## src/source/msx_bus_pkg.sv

```systemverilog
// MSX bus glue package with widths, port numbers, SDRAM windows and pipeline item types
package msx_bus_pkg;

	// ------------------------------------------------------------------------
	// Plain vector types
	// ------------------------------------------------------------------------
	typedef logic [15:0] cpu_addr_t;		// Z80 address bus
	typedef logic [7:0]  cpu_data_t;		// Z80 data bus
	typedef logic [22:0] sdram_addr_t;		// SDRAM byte address, 8MB
	typedef logic [1:0]  slot_num_t;		// Slot or subslot number
	typedef logic [7:0]  segment_t;			// Mapper segment, 16KB units
	typedef logic [9:0]  win_t;				// SDRAM address bits 22:13

	// ------------------------------------------------------------------------
	// I/O ports and special addresses
	// ------------------------------------------------------------------------
	localparam cpu_data_t port_slot_select = 8'hA8;		// PPI port A, primary slot
	localparam cpu_data_t port_mapper_base = 8'hFC;		// FCh-FFh, one per page
	localparam cpu_addr_t addr_subslot_reg = 16'hFFFF;	// Expanded slot register

	// SDRAM 8KB windows of the ROM images
	localparam win_t win_main_rom    = 10'h010;		// 32KB, 4 banks
	localparam win_t win_basic_n     = 10'h018;		// 16KB
	localparam win_t win_music       = 10'h01A;		// 16KB
	localparam win_t win_logo_ext    = 10'h01C;		// 32KB
	localparam win_t win_sub_rom     = 10'h020;		// 16KB
	localparam win_t win_kanji_basic = 10'h014;		// 32KB, pages 1-3 folded
	localparam win_t win_nextor      = 10'h000;		// 64KB

	// Page 0 gets segment 3 ... page 3 gets segment 0, as the BIOS expects
	localparam segment_t [3:0] mapper_reset_segments = {8'h00, 8'h01, 8'h02, 8'h03};

	localparam cpu_data_t open_bus_data = 8'hFF;		// Nothing drives the bus

	// ------------------------------------------------------------------------
	// Cycle and command kinds
	// ------------------------------------------------------------------------
	typedef enum logic [2:0] {
		mem_rd,
		mem_wr,
		io_rd,
		io_wr,
		resolved_rd			// Read already answered by stage one
	} bus_kind_t;

	typedef enum logic [1:0] {
		cmd_none,
		cmd_sdram_rd,
		cmd_sdram_wr,
		cmd_local_rd		// Data comes with the command
	} cmd_kind_t;

	// ------------------------------------------------------------------------
	// Pipeline items
	// ------------------------------------------------------------------------
	typedef struct packed {
		bus_kind_t kind;
		cpu_addr_t addr;
		cpu_data_t wdata;
	} bus_req_t;

	typedef struct packed {
		bus_kind_t kind;
		cpu_addr_t addr;
		cpu_data_t wdata;
		slot_num_t slot;		// Primary slot of the page
		slot_num_t subslot;		// Zero for non expanded slots
		cpu_data_t rdata;		// Only for resolved_rd
	} slot_item_t;

	typedef struct packed {
		cmd_kind_t   kind;
		sdram_addr_t addr;
		cpu_data_t   data;		// Write data or local read data
	} mem_cmd_t;

endpackage

```

## src/source/slot_select.sv

```systemverilog
// Stage one: primary and secondary slot registers, tags every bus cycle with its slot
`timescale 1ns/10ps

module slot_select import msx_bus_pkg::*; (
	input  logic       clk42m,
	input  logic       ff_reset0_n,
	input  bus_req_t   in,
	input  logic       in_valid,
	output logic       in_ready,
	output slot_item_t out,
	output logic       out_valid,
	input  logic       out_ready
);
	slot_num_t [3:0] ff_primary;		// One slot per 16KB page
	slot_num_t [3:0] ff_sub0;			// Subslots of slot 0
	slot_num_t [3:0] ff_sub3;			// Subslots of slot 3
	slot_item_t      ff_item;
	logic            ff_valid;

	logic            w_accept;
	logic [1:0]      w_page;
	slot_num_t       w_page_slot;
	slot_num_t       w_top_slot;
	slot_num_t [3:0] w_top_sub;
	logic            w_is_mem;
	logic            w_slot_io;
	logic            w_sub_access;
	slot_item_t      w_item;

	// ------------------------------------------------------------------------
	// Decode
	// ------------------------------------------------------------------------
	assign in_ready    = !ff_valid || out_ready;		// Empty or draining
	assign w_accept    = in_valid && in_ready;
	assign w_page      = in.addr[15:14];
	assign w_page_slot = ff_primary[w_page];
	assign w_top_slot  = ff_primary[3];					// FFFFh lives in page 3
	assign w_top_sub   = (w_top_slot == 2'd0) ? ff_sub0 : ff_sub3;

	assign w_is_mem  = (in.kind == mem_rd) || (in.kind == mem_wr);
	assign w_slot_io = ((in.kind == io_rd) || (in.kind == io_wr)) &&
		(in.addr[7:0] == port_slot_select);

	// Subslot register only exists in the expanded slots
	assign w_sub_access = w_is_mem && (in.addr == addr_subslot_reg) &&
		((w_top_slot == 2'd0) || (w_top_slot == 2'd3));

	always_comb begin
		w_item.kind    = in.kind;
		w_item.addr    = in.addr;
		w_item.wdata   = in.wdata;
		w_item.slot    = 2'd0;
		w_item.subslot = 2'd0;
		w_item.rdata   = open_bus_data;
		if (w_slot_io && (in.kind == io_rd)) begin
			w_item.kind  = resolved_rd;
			w_item.rdata = ff_primary;		// A8h reads back as written
		end
		else if (w_sub_access) begin
			if (in.kind == mem_rd) begin
				w_item.kind  = resolved_rd;
				w_item.rdata = ~w_top_sub;	// Read back inverted
			end
			else begin
				// Register write, no RAM behind it; slot 1 maps nowhere
				w_item.slot = 2'd1;
			end
		end
		else if (w_is_mem) begin
			w_item.slot = w_page_slot;
			if (w_page_slot == 2'd0) begin
				w_item.subslot = ff_sub0[w_page];
			end
			else if (w_page_slot == 2'd3) begin
				w_item.subslot = ff_sub3[w_page];
			end
		end
	end

	// ------------------------------------------------------------------------
	// Slot registers, written when the item enters this stage
	// ------------------------------------------------------------------------
	always_ff @(posedge clk42m) begin
		if (!ff_reset0_n) begin
			ff_primary <= '0;
			ff_sub0    <= '0;
			ff_sub3    <= '0;
		end
		else if (w_accept) begin
			if (w_slot_io && (in.kind == io_wr)) begin
				ff_primary <= in.wdata;
			end
			if (w_sub_access && (in.kind == mem_wr)) begin
				if (w_top_slot == 2'd0) begin
					ff_sub0 <= in.wdata;
				end
				else begin
					ff_sub3 <= in.wdata;
				end
			end
		end
	end

	// ------------------------------------------------------------------------
	// Output register
	// ------------------------------------------------------------------------
	always_ff @(posedge clk42m) begin
		if (!ff_reset0_n) begin
			ff_valid <= 1'b0;
		end
		else if (in_ready) begin
			ff_valid <= in_valid;				// Refill or go empty
		end
	end

	always_ff @(posedge clk42m) begin
		if (w_accept) begin
			ff_item <= w_item;
		end
	end

	assign out       = ff_item;
	assign out_valid = ff_valid;

endmodule

```

## src/source/sdram_map.sv

```systemverilog
// Stage two: memory mapper registers, turns tagged bus cycles into SDRAM commands
`timescale 1ns/10ps

module sdram_map import msx_bus_pkg::*; (
	input  logic       clk42m,
	input  logic       ff_reset0_n,
	input  slot_item_t in,
	input  logic       in_valid,
	output logic       in_ready,
	output mem_cmd_t   out,
	output logic       out_valid,
	input  logic       out_ready
);
	segment_t [3:0] ff_seg;			// Segment per page, FCh..FFh
	mem_cmd_t       ff_cmd;
	logic           ff_valid;

	logic           w_accept;
	logic [1:0]     w_page;
	logic           w_mapper_port;
	win_t           w_upper;		// SDRAM address bits 22:13
	logic           w_rd_ok;
	logic           w_wr_ok;
	mem_cmd_t       w_cmd;

	assign in_ready = !ff_valid || out_ready;
	assign w_accept = in_valid && in_ready;
	assign w_page   = in.addr[15:14];

	// FCh-FFh, lower two bits pick the page
	assign w_mapper_port = (in.addr[7:2] == port_mapper_base[7:2]);

	// ------------------------------------------------------------------------
	// Window map per slot and subslot
	// ------------------------------------------------------------------------
	always_comb begin
		w_upper = '0;
		w_rd_ok = 1'b0;
		w_wr_ok = 1'b0;
		case ({in.slot, in.subslot})
			4'b11_00: begin							// Mapper RAM, 4MB upper half
				w_upper = {1'b1, ff_seg[w_page], in.addr[13]};
				w_rd_ok = 1'b1;
				w_wr_ok = 1'b1;
			end
			4'b00_00: begin							// Main ROM
				w_upper = win_main_rom | {8'd0, in.addr[14:13]};
				w_rd_ok = !in.addr[15];
			end
			4'b00_01: begin							// BASIC'N
				w_upper = win_basic_n | {9'd0, in.addr[13]};
				w_rd_ok = (w_page == 2'd1);
			end
			4'b00_10: begin							// MSX-MUSIC
				w_upper = win_music | {9'd0, in.addr[13]};
				w_rd_ok = (w_page == 2'd1);
			end
			4'b00_11: begin							// Logo and extended BASIC
				w_upper = win_logo_ext | {8'd0, in.addr[14:13]};
				w_rd_ok = (w_page == 2'd1) || (w_page == 2'd2);
			end
			4'b11_01: begin
				if (w_page == 2'd0) begin
					w_upper = win_sub_rom | {9'd0, in.addr[13]};
				end
				else begin
					// Kanji BASIC, page 3 aliases page 2
					w_upper = win_kanji_basic | {8'd0, in.addr[15], in.addr[13]};
				end
				w_rd_ok = 1'b1;
			end
			4'b11_10: begin							// Nextor
				w_upper = win_nextor | {7'd0, in.addr[15:13]};
				w_rd_ok = (w_page == 2'd1) || (w_page == 2'd2);
			end
			default: begin
				// Slots 1, 2 and 3-3 are empty
			end
		endcase
	end

	// ------------------------------------------------------------------------
	// Command per item kind
	// ------------------------------------------------------------------------
	always_comb begin
		w_cmd.kind = cmd_none;
		w_cmd.addr = '0;
		w_cmd.data = 8'h00;
		case (in.kind)
			mem_rd: begin
				if (w_rd_ok) begin
					w_cmd.kind = cmd_sdram_rd;
					w_cmd.addr = {w_upper, in.addr[12:0]};
				end
				else begin
					w_cmd.kind = cmd_local_rd;
					w_cmd.data = open_bus_data;
				end
			end
			mem_wr: begin
				if (w_wr_ok) begin					// Only RAM takes writes
					w_cmd.kind = cmd_sdram_wr;
					w_cmd.addr = {w_upper, in.addr[12:0]};
					w_cmd.data = in.wdata;
				end
			end
			io_rd: begin
				w_cmd.kind = cmd_local_rd;
				w_cmd.data = w_mapper_port ? ff_seg[in.addr[1:0]] : open_bus_data;
			end
			resolved_rd: begin
				w_cmd.kind = cmd_local_rd;
				w_cmd.data = in.rdata;
			end
			default: begin
				// io_wr has no command
			end
		endcase
	end

	// ------------------------------------------------------------------------
	// Mapper registers and output register
	// ------------------------------------------------------------------------
	always_ff @(posedge clk42m) begin
		if (!ff_reset0_n) begin
			ff_seg   <= mapper_reset_segments;
			ff_valid <= 1'b0;
		end
		else begin
			if (w_accept && (in.kind == io_wr) && w_mapper_port) begin
				ff_seg[in.addr[1:0]] <= in.wdata;
			end
			if (in_ready) begin
				ff_valid <= in_valid;
			end
		end
	end

	always_ff @(posedge clk42m) begin
		if (w_accept) begin
			ff_cmd <= w_cmd;
		end
	end

	assign out       = ff_cmd;
	assign out_valid = ff_valid;

endmodule

```

## src/source/msx_bus_top.sv

```systemverilog
// MSX bus glue top level, slot decode followed by SDRAM address mapping
`timescale 1ns/10ps

module msx_bus_top import msx_bus_pkg::*; (
	input  logic     clk42m,
	input  logic     ff_reset0_n,
	input  bus_req_t req,			// One CPU bus cycle
	input  logic     req_valid,
	output logic     req_ready,
	output mem_cmd_t cmd,			// Towards the SDRAM controller
	output logic     cmd_valid,
	input  logic     cmd_ready
);
	slot_item_t w_item;
	logic       w_item_valid;
	logic       w_item_ready;

	// ------------------------------------------------------------------------
	// Stage one, slot registers
	// ------------------------------------------------------------------------
	slot_select u_slot_select (
		.clk42m      ( clk42m       ),
		.ff_reset0_n ( ff_reset0_n  ),
		.in          ( req          ),
		.in_valid    ( req_valid    ),
		.in_ready    ( req_ready    ),
		.out         ( w_item       ),
		.out_valid   ( w_item_valid ),
		.out_ready   ( w_item_ready )
	);

	// ------------------------------------------------------------------------
	// Stage two, mapper and window map
	// ------------------------------------------------------------------------
	sdram_map u_sdram_map (
		.clk42m      ( clk42m       ),
		.ff_reset0_n ( ff_reset0_n  ),
		.in          ( w_item       ),
		.in_valid    ( w_item_valid ),
		.in_ready    ( w_item_ready ),
		.out         ( cmd          ),
		.out_valid   ( cmd_valid    ),
		.out_ready   ( cmd_ready    )
	);

endmodule

```

## config.mk

```make
export PLATFORM = sky130hd
export DESIGN_NAME = msx_bus_top
export DESIGN_NICKNAME = d
export VERILOG_FILES = /design/src/source/msx_bus_pkg.sv /design/src/source/slot_select.sv /design/src/source/sdram_map.sv /design/src/source/msx_bus_top.sv
export SDC_FILE = /design/constraint.sdc
export NUM_CORES = 1
export LEC_CHECK = 0
export BUFFER_PORTS_ARGS = -buffer_cell sky130_fd_sc_hd__buf_2
export CORE_MARGIN = 5
export CORE_UTILIZATION = 50
export CTS_BUF_LIST = sky130_fd_sc_hd__clkbuf_4
export CTS_CLUSTER_DIAMETER = 60
export DETAILED_ROUTE_END_ITERATION = 8
export GPL_ROUTABILITY_DRIVEN = 0
export PLACE_DENSITY_LB_ADDON = 0.1
export SLEW_MARGIN = 20
export SYNTH_ARGS = -nofsm -noshare
export SYNTH_HDL_FRONTEND = slang
export SYNTH_SLANG_ARGS = --single-unit
```

## constraint.sdc

```tcl
create_clock -name clk42m -period 2.5 [get_ports clk42m]
set_clock_uncertainty 0.2 [all_clocks]
set_input_delay 0.25 -clock clk42m [delete_from_list [all_inputs] [get_ports clk42m]]
set_output_delay 0.25 -clock clk42m [all_outputs]
set_load 0.05 [all_outputs]
```

Yosys cells after proc, flatten, opt, wreduce, memory -nomap -nowiden

Cells that the tools add are included.

Magnitude comparators: 4
Eq/ne operators: 20
Mux-type cells: 36
Bitwise operators: 3
Reductions and logical operators: 34

Operators by type and width:

| kind                                               | number |
|---|---|
| two-way mux 8 bit                                  | 9 |
| one-hot mux 10 bit (7 select lines)                | 1 |
| one-hot mux 23 bit (2 select lines)                | 1 |
| two-way mux 33 bit                                 | 1 |
| binary-select mux 8 bit (select 2 bit)             | 2 |
| bitwise mux 32 bit                                 | 1 |
| one-hot mux 8 bit (4 select lines)                 | 1 |
| two-way mux 23 bit                                 | 1 |
| demux 8 bit (select 2 bit)                         | 1 |
| == test 16 bit, second input constant              | 1 |
| two-way mux 2 bit                                  | 7 |
| binary-select mux 2 bit (select 2 bit)             | 3 |
| == test 3 x 2 -> 1 bit, second input constant      | 4 |
| == test 4 bit, second input constant               | 3 |
| logical AND 1 bit                                  | 11 |
| < comparator 2 x 3 -> 1 bit, second input constant | 3 |
| == test 4 x 2 -> 1 bit, second input constant      | 2 |
| == test 8 bit, second input constant               | 1 |
| NOT 8 bit                                          | 1 |
| OR reduction 2 bit                                 | 4 |
| == test 2 bit, second input constant               | 3 |
| == test 3 x 1 -> 1 bit, second input constant      | 2 |
| == test 6 bit, second input constant               | 1 |
| logical NOT 2 bit                                  | 3 |
| 18 further kinds                                   | 30 |

Flip-flop bits (word level): 130
Bits of input ports: 31
Logic and storage cells: 124

Logic depth before layout (Yosys ltp)

Depth after elaboration: 7
Gate-level depth with buffers: 8

Modules after synthesis

Synthesis repeated with hierarchy kept, for this count alone.

Cell total of the unflattened synthesis: 511
Area, all modules: 6119.6 um2

By module, submodules not included:

| module      | instances | cells each | area each (um2) | sequential area each (um2) |
|---|---|---|---|---|
| sdram_map   | 1         | 307        | 3447.1          | 1651.6 |
| slot_select | 1         | 204        | 2672.6          | 1671.6 |

Worst setup path after synthesis

OpenSTA, ideal clock, no wires.

Path type: register to register
Start: register u_sdram_map.ff_valid (netlist: u_sdram_map.out_valid)
End: register u_slot_select.ff_item (netlist bit u_slot_select.out[0]), enable pin
Setup time: 400 ps
Data arrival time: 2045 ps
Data required time: 1900 ps
Setup slack: -145 ps
Stages on the path, launching flop included: 3
Period minus slack after synthesis: 2645 ps
Cells stage by stage: dfxtp_1 > nand3b_1 > and2_1

Word-level cells in the longest chain between the ends: 4

Ends and longest elaborated chain:

| what                       | RTL line           | RTL |
|---|---|---|
| from (decl)                | sdram_map.sv:16    | `logic ff_valid;` |
| from (signal assigned)     | sdram_map.sv:134   | `ff_valid <= in_valid;` |
| logical NOT 1 bit          | sdram_map.sv:26    | `assign in_ready = !ff_valid \|\| out_ready;` |
| logical OR 1 bit           | sdram_map.sv:26    |  |
| logical OR 1 bit           | slot_select.sv:33  | `assign in_ready = !ff_valid \|\| out_ready;` |
| via req_ready              | msx_bus_top.sv:9   | `output logic req_ready,` |
| logical AND 1 bit          | slot_select.sv:34  | `assign w_accept = in_valid && in_ready;` |
| via u_slot_select.w_accept | slot_select.sv:20  | `logic w_accept;` |
| to (signal assigned)       | slot_select.sv:118 | `ff_item <= w_item;` |
| to (decl)                  | slot_select.sv:17  | `slot_item_t ff_item;` |

The timed path passes the listed nets, and every way through them passes these cells.
A chain may end at the register's enable or synchronous reset.

Worst setup path after layout

Start: register u_slot_select.ff_item (netlist bit u_slot_select.out[21])
End: register u_sdram_map.ff_cmd (netlist bit u_sdram_map.out[1]), data pin

Word-level cells in the longest chain between the ends: 4

Ends and longest elaborated chain:

| what                                    | RTL line         | RTL |
|---|---|---|
| binary-select mux 8 bit (select 2 bit)  | sdram_map.sv:109 | `w_cmd.data = w_mapper_port ? ff_seg[in.addr[1:0]] : open_bus_data;` |
| two-way mux 8 bit (implied by the code) | sdram_map.sv:109 |  |
| two-way mux 8 bit                       | sdram_map.sv:109 |  |
| one-hot mux 8 bit (4 select lines)      | sdram_map.sv:89  | `case (in.kind)` |
| to (signal assigned)                    | sdram_map.sv:141 | `ff_cmd <= w_cmd;` |
| to (decl)                               | sdram_map.sv:15  | `mem_cmd_t ff_cmd;` |

No other way between the ends. The select of a mux whose other input is x is not followed.

==> implementation parameters <==
Parameter                              Value

Run status
  Outcome    completed

Place
  Placed wire-length estimate    10,300 um
  Placed cells    698
  Port bufs    65
  Post-place instance area    6670 um^2

Synth
  Number of warnings printed during yosys synthesis    0
  Post-Synthesis Mean Instance Area    12.4 um^2
  Syn Std Cell Area    6060 um^2
  Async set-or-reset flop fraction in the synthesized netlist    0%
  Synth Register Bits    130
  Number of instances in the synthesized netlist    489
  Seq/Total Area, Yosys    54.8%
  Number of enable-type register cells in the synthesized netlist    72
  Post-synthesis net count    523
  Count of distinct cell types in the synthesized netlist    50
  Post-synth top flop    edfxtp_1

GRT
  Overflow after GRT    0
  Number of antenna violations at the first check in global routing    0
  Total routing resource utilization after global routing    20.8%
  Vias in the first global route    4,368
  Maximum number of pins on one net before global-route repair    77
  Global-route wire length before repair    23,200 um

CTS
  Number of levels the H-tree was split into    4
  Clock latency reported for the late side of the worst-skew pair    0.54 ns
  Clock tree root buffer cell    clkbuf_4
  Count of clock tree sinks    130
  Inserted Clock Buffers    17
  Setup repair bufs after CTS    0
  TritonCTS clock tree    yes
  Max Root-Sink Buffers    2
  Worst-path clk slew    0.11 ns

Die
  Total core area    12,000 um^2
  Area of the die    14,400 um^2
  DIE HEIGHT    120 um
  Number of core rows    40
  Horiz. Die Dim    120 um
  IO Pins    66
  Initial Utilization    50.7%

Worst setup path
  Buffers & Inverters on Critical Path    1
  Sort of element at the end of the critical path    register
  Signal arrival time at the worst endpoint    2.49 ns
  Worst path slowest cell    mux4_2
  Cell-by-cell listing of the critical path    buf_12 > mux4_2 > or3_1 > a222oi_1 > o21ai_0
  Startpoint types    register
  Critical path required time    2.57 ns
  Critical path type    reg2reg
  Critical path peak fanout    11
  Maximum cell stage delay along the critical path    0.49 ns
  Family with the most delay on the worst path    compound AO/OA/AOI/OAI gates
  Worst reg-to-reg setup slack    0.08 ns

Layout
  Number of antenna cells inserted    0
  Non-filler cells, final    761
  Net count reported at finish    635
  Fraction of final layout cells sized beyond drive strength 1    25.6%
  Layout Cell Area excl Fill    7300 um^2
  Final cell utilization of the core    61.0%
  Synthesis-to-finish area growth    20.5%

Drt
  Per-cell routed wire length    18.9 um
  1st-pass router iterations    7
  Aggregate routed wire length    14,400 um
  DRT antenna net count    0
  Routed via count    4,374
  Iteration-0 DRC Markers    393
  Number of vias per cell    5.75
  Remaining DRCs    0

Timing
  Total count of hold-check failures in the final report    0
  Fmax    414 MHz
  Worst hold slack after final layout    0.236 ns
  Final period utilization    96.7%
  Max-slew violation count    0
  Worst slew slack as a fraction of its limit    26.6%
  Shortest period the worst path allows    2.42 ns
  Actual slew at the worst max-slew pin    1.10 ns
  # setup viols final    0

Pwr
  Static leakage    2.73 nW
  Power density cells    593 nW/um^2
  Total chip power    0.00433 W
  Worst supply voltage drop on vdd    335 uV

Hold path
  Worst hold path class    in2reg

Job
  Max-capacitance violation count    0
## path summary, 6_finish.rpt
path	startpoint	to	cells past startpoint
setup / recovery	u_slot_select.out[21]	u_sdram_map.out[1]	5
hold / removal	req[2]	u_slot_select.out[14]	2
setup reg to reg	u_slot_select.out[21]	u_sdram_map.out[1]	5
hold reg to reg	u_slot_select.w_top_slot[0]	u_slot_select.w_top_slot[0]	2
## area by class of cell
cell class              instances  area (um^2)
flip-flops and latches        130         3320
clock inverters                12          164
well taps                     147          184
repair buffers                120          861
inverters                      13         48.8
multi-input cells             319         2570
clock buffers                  20          150
fillers                       948         4660
## power breakdown
part | leakage (nW) | total [W] | internal (W) | switching, W
Sequential | 1.14 | 0.00235 | 0.00232 | 0.0000295
Clock | 0.162 | 0.00156 | 0.000813 | 0.000749
Combinational | 1.43 | 0.000424 | 0.000147 | 0.000277
## cells in the mapped netlist, types with 9 or more instances
| cell | number | area share (%) |
|---|---|---|
| a21boi_0 | 11 | 1.4 |
| a21oi_1 | 17 | 1.4 |
| clkbuf_1 | 13 | 0.81 |
| dfxtp_1 | 58 | 19 |
| edfxtp_1 | 72 | 36 |
| inv_1 | 12 | 0.74 |
| mux2_2 | 9 | 1.7 |
| mux2i_1 | 57 | 9.4 |
| mux4_2 | 16 | 5.9 |
| nand2_1 | 77 | 4.8 |
| nor2_1 | 15 | 0.93 |
| nor2b_1 | 13 | 1.3 |
| o21ai_0 | 12 | 0.99 |
| or3_1 | 11 | 1.1 |
## placed cells by master, fill, tap and decap left out, drive strengths merged, types with 4 or more instances in the layout
cell type | synthesis | routed
a21boi | 14 | 14
a21oi | 17 | 17
a222oi | 8 | 8
a22oi | 6 | 6
and2 | 4 | 4
buf | 14 | 89
bufinv | 0 | 4
clkbuf | 13 | 20
clkinv | 0 | 5
dfxtp | 58 | 58
dlygate4sd3 | 0 | 31
edfxtp | 72 | 72
inv | 13 | 13
mux2 | 9 | 9
mux2i | 57 | 57
mux4 | 22 | 22
nand2 | 77 | 77
nand3 | 6 | 6
nand4 | 6 | 6
nor2 | 15 | 15
nor2b | 13 | 13
nor4 | 6 | 6
o21ai | 12 | 12
or3 | 11 | 11
or4 | 7 | 7
## metal layers
metal  track usage (%)  share of wire [%]  up-vias  wire length (um)
met2              33.0                 48      146              6920
met5                 0                  0        -                 0
met1              28.3                 44     2138              6380
li1                  -                  -     2072                 -
met4              6.59                1.5        0               216
met3              5.09                5.9       18               854
## worst reg2reg max path, stage by stage, from the launching register on
cell      delay [ns]
edfxtp_1        0.39
buf_12          0.16
mux4_2          0.49
or3_1           0.32
a222oi_1        0.44
o21ai_0         0.15
## logic make-up (layout without fill, tap and decap cells)
kind of cell	after synthesis	count (layout)	share of synthesized area (%)
and+or+nand+nor	164	164	14.9
DFF	130	130	54.8
muxes	88	88	19.6
AOI/OAI and AO/OA	64	64	7.12
buffers and inverters	40	165	2.95
adders and majority gates	3	3	0.619
## state kept, by name (all words and copies together) (netlist names)
register                  cells
u_slot_select.out            39
u_slot_select.out_valid       1
u_slot_select.ff_sub0         8
u_sdram_map.ff_seg           32
u_slot_select.ff_primary      6
u_sdram_map.out_valid         1
u_sdram_map.out              33
u_slot_select.w_top_slot      2
u_slot_select.ff_sub3         8
## metrics by stage
step                setup slack, ns  TNS (ns)
floorplan                    0.0411         0
global placement             0.0824         0
detailed placement          0.00255         0
CTS                         0.00948         0
global route               -0.00126  -0.00126
finish                       0.0821         0
## repair_timing
action / CTS / global route
gates resized for setup: 1 / 5
setup endpoints to repair: 3 / 21
hold buffers: 31 / 0
pin swaps: 0 / 2
hold endpoints to repair: 60 / 0
Note: power is estimated with default switching activity, not from simulation.
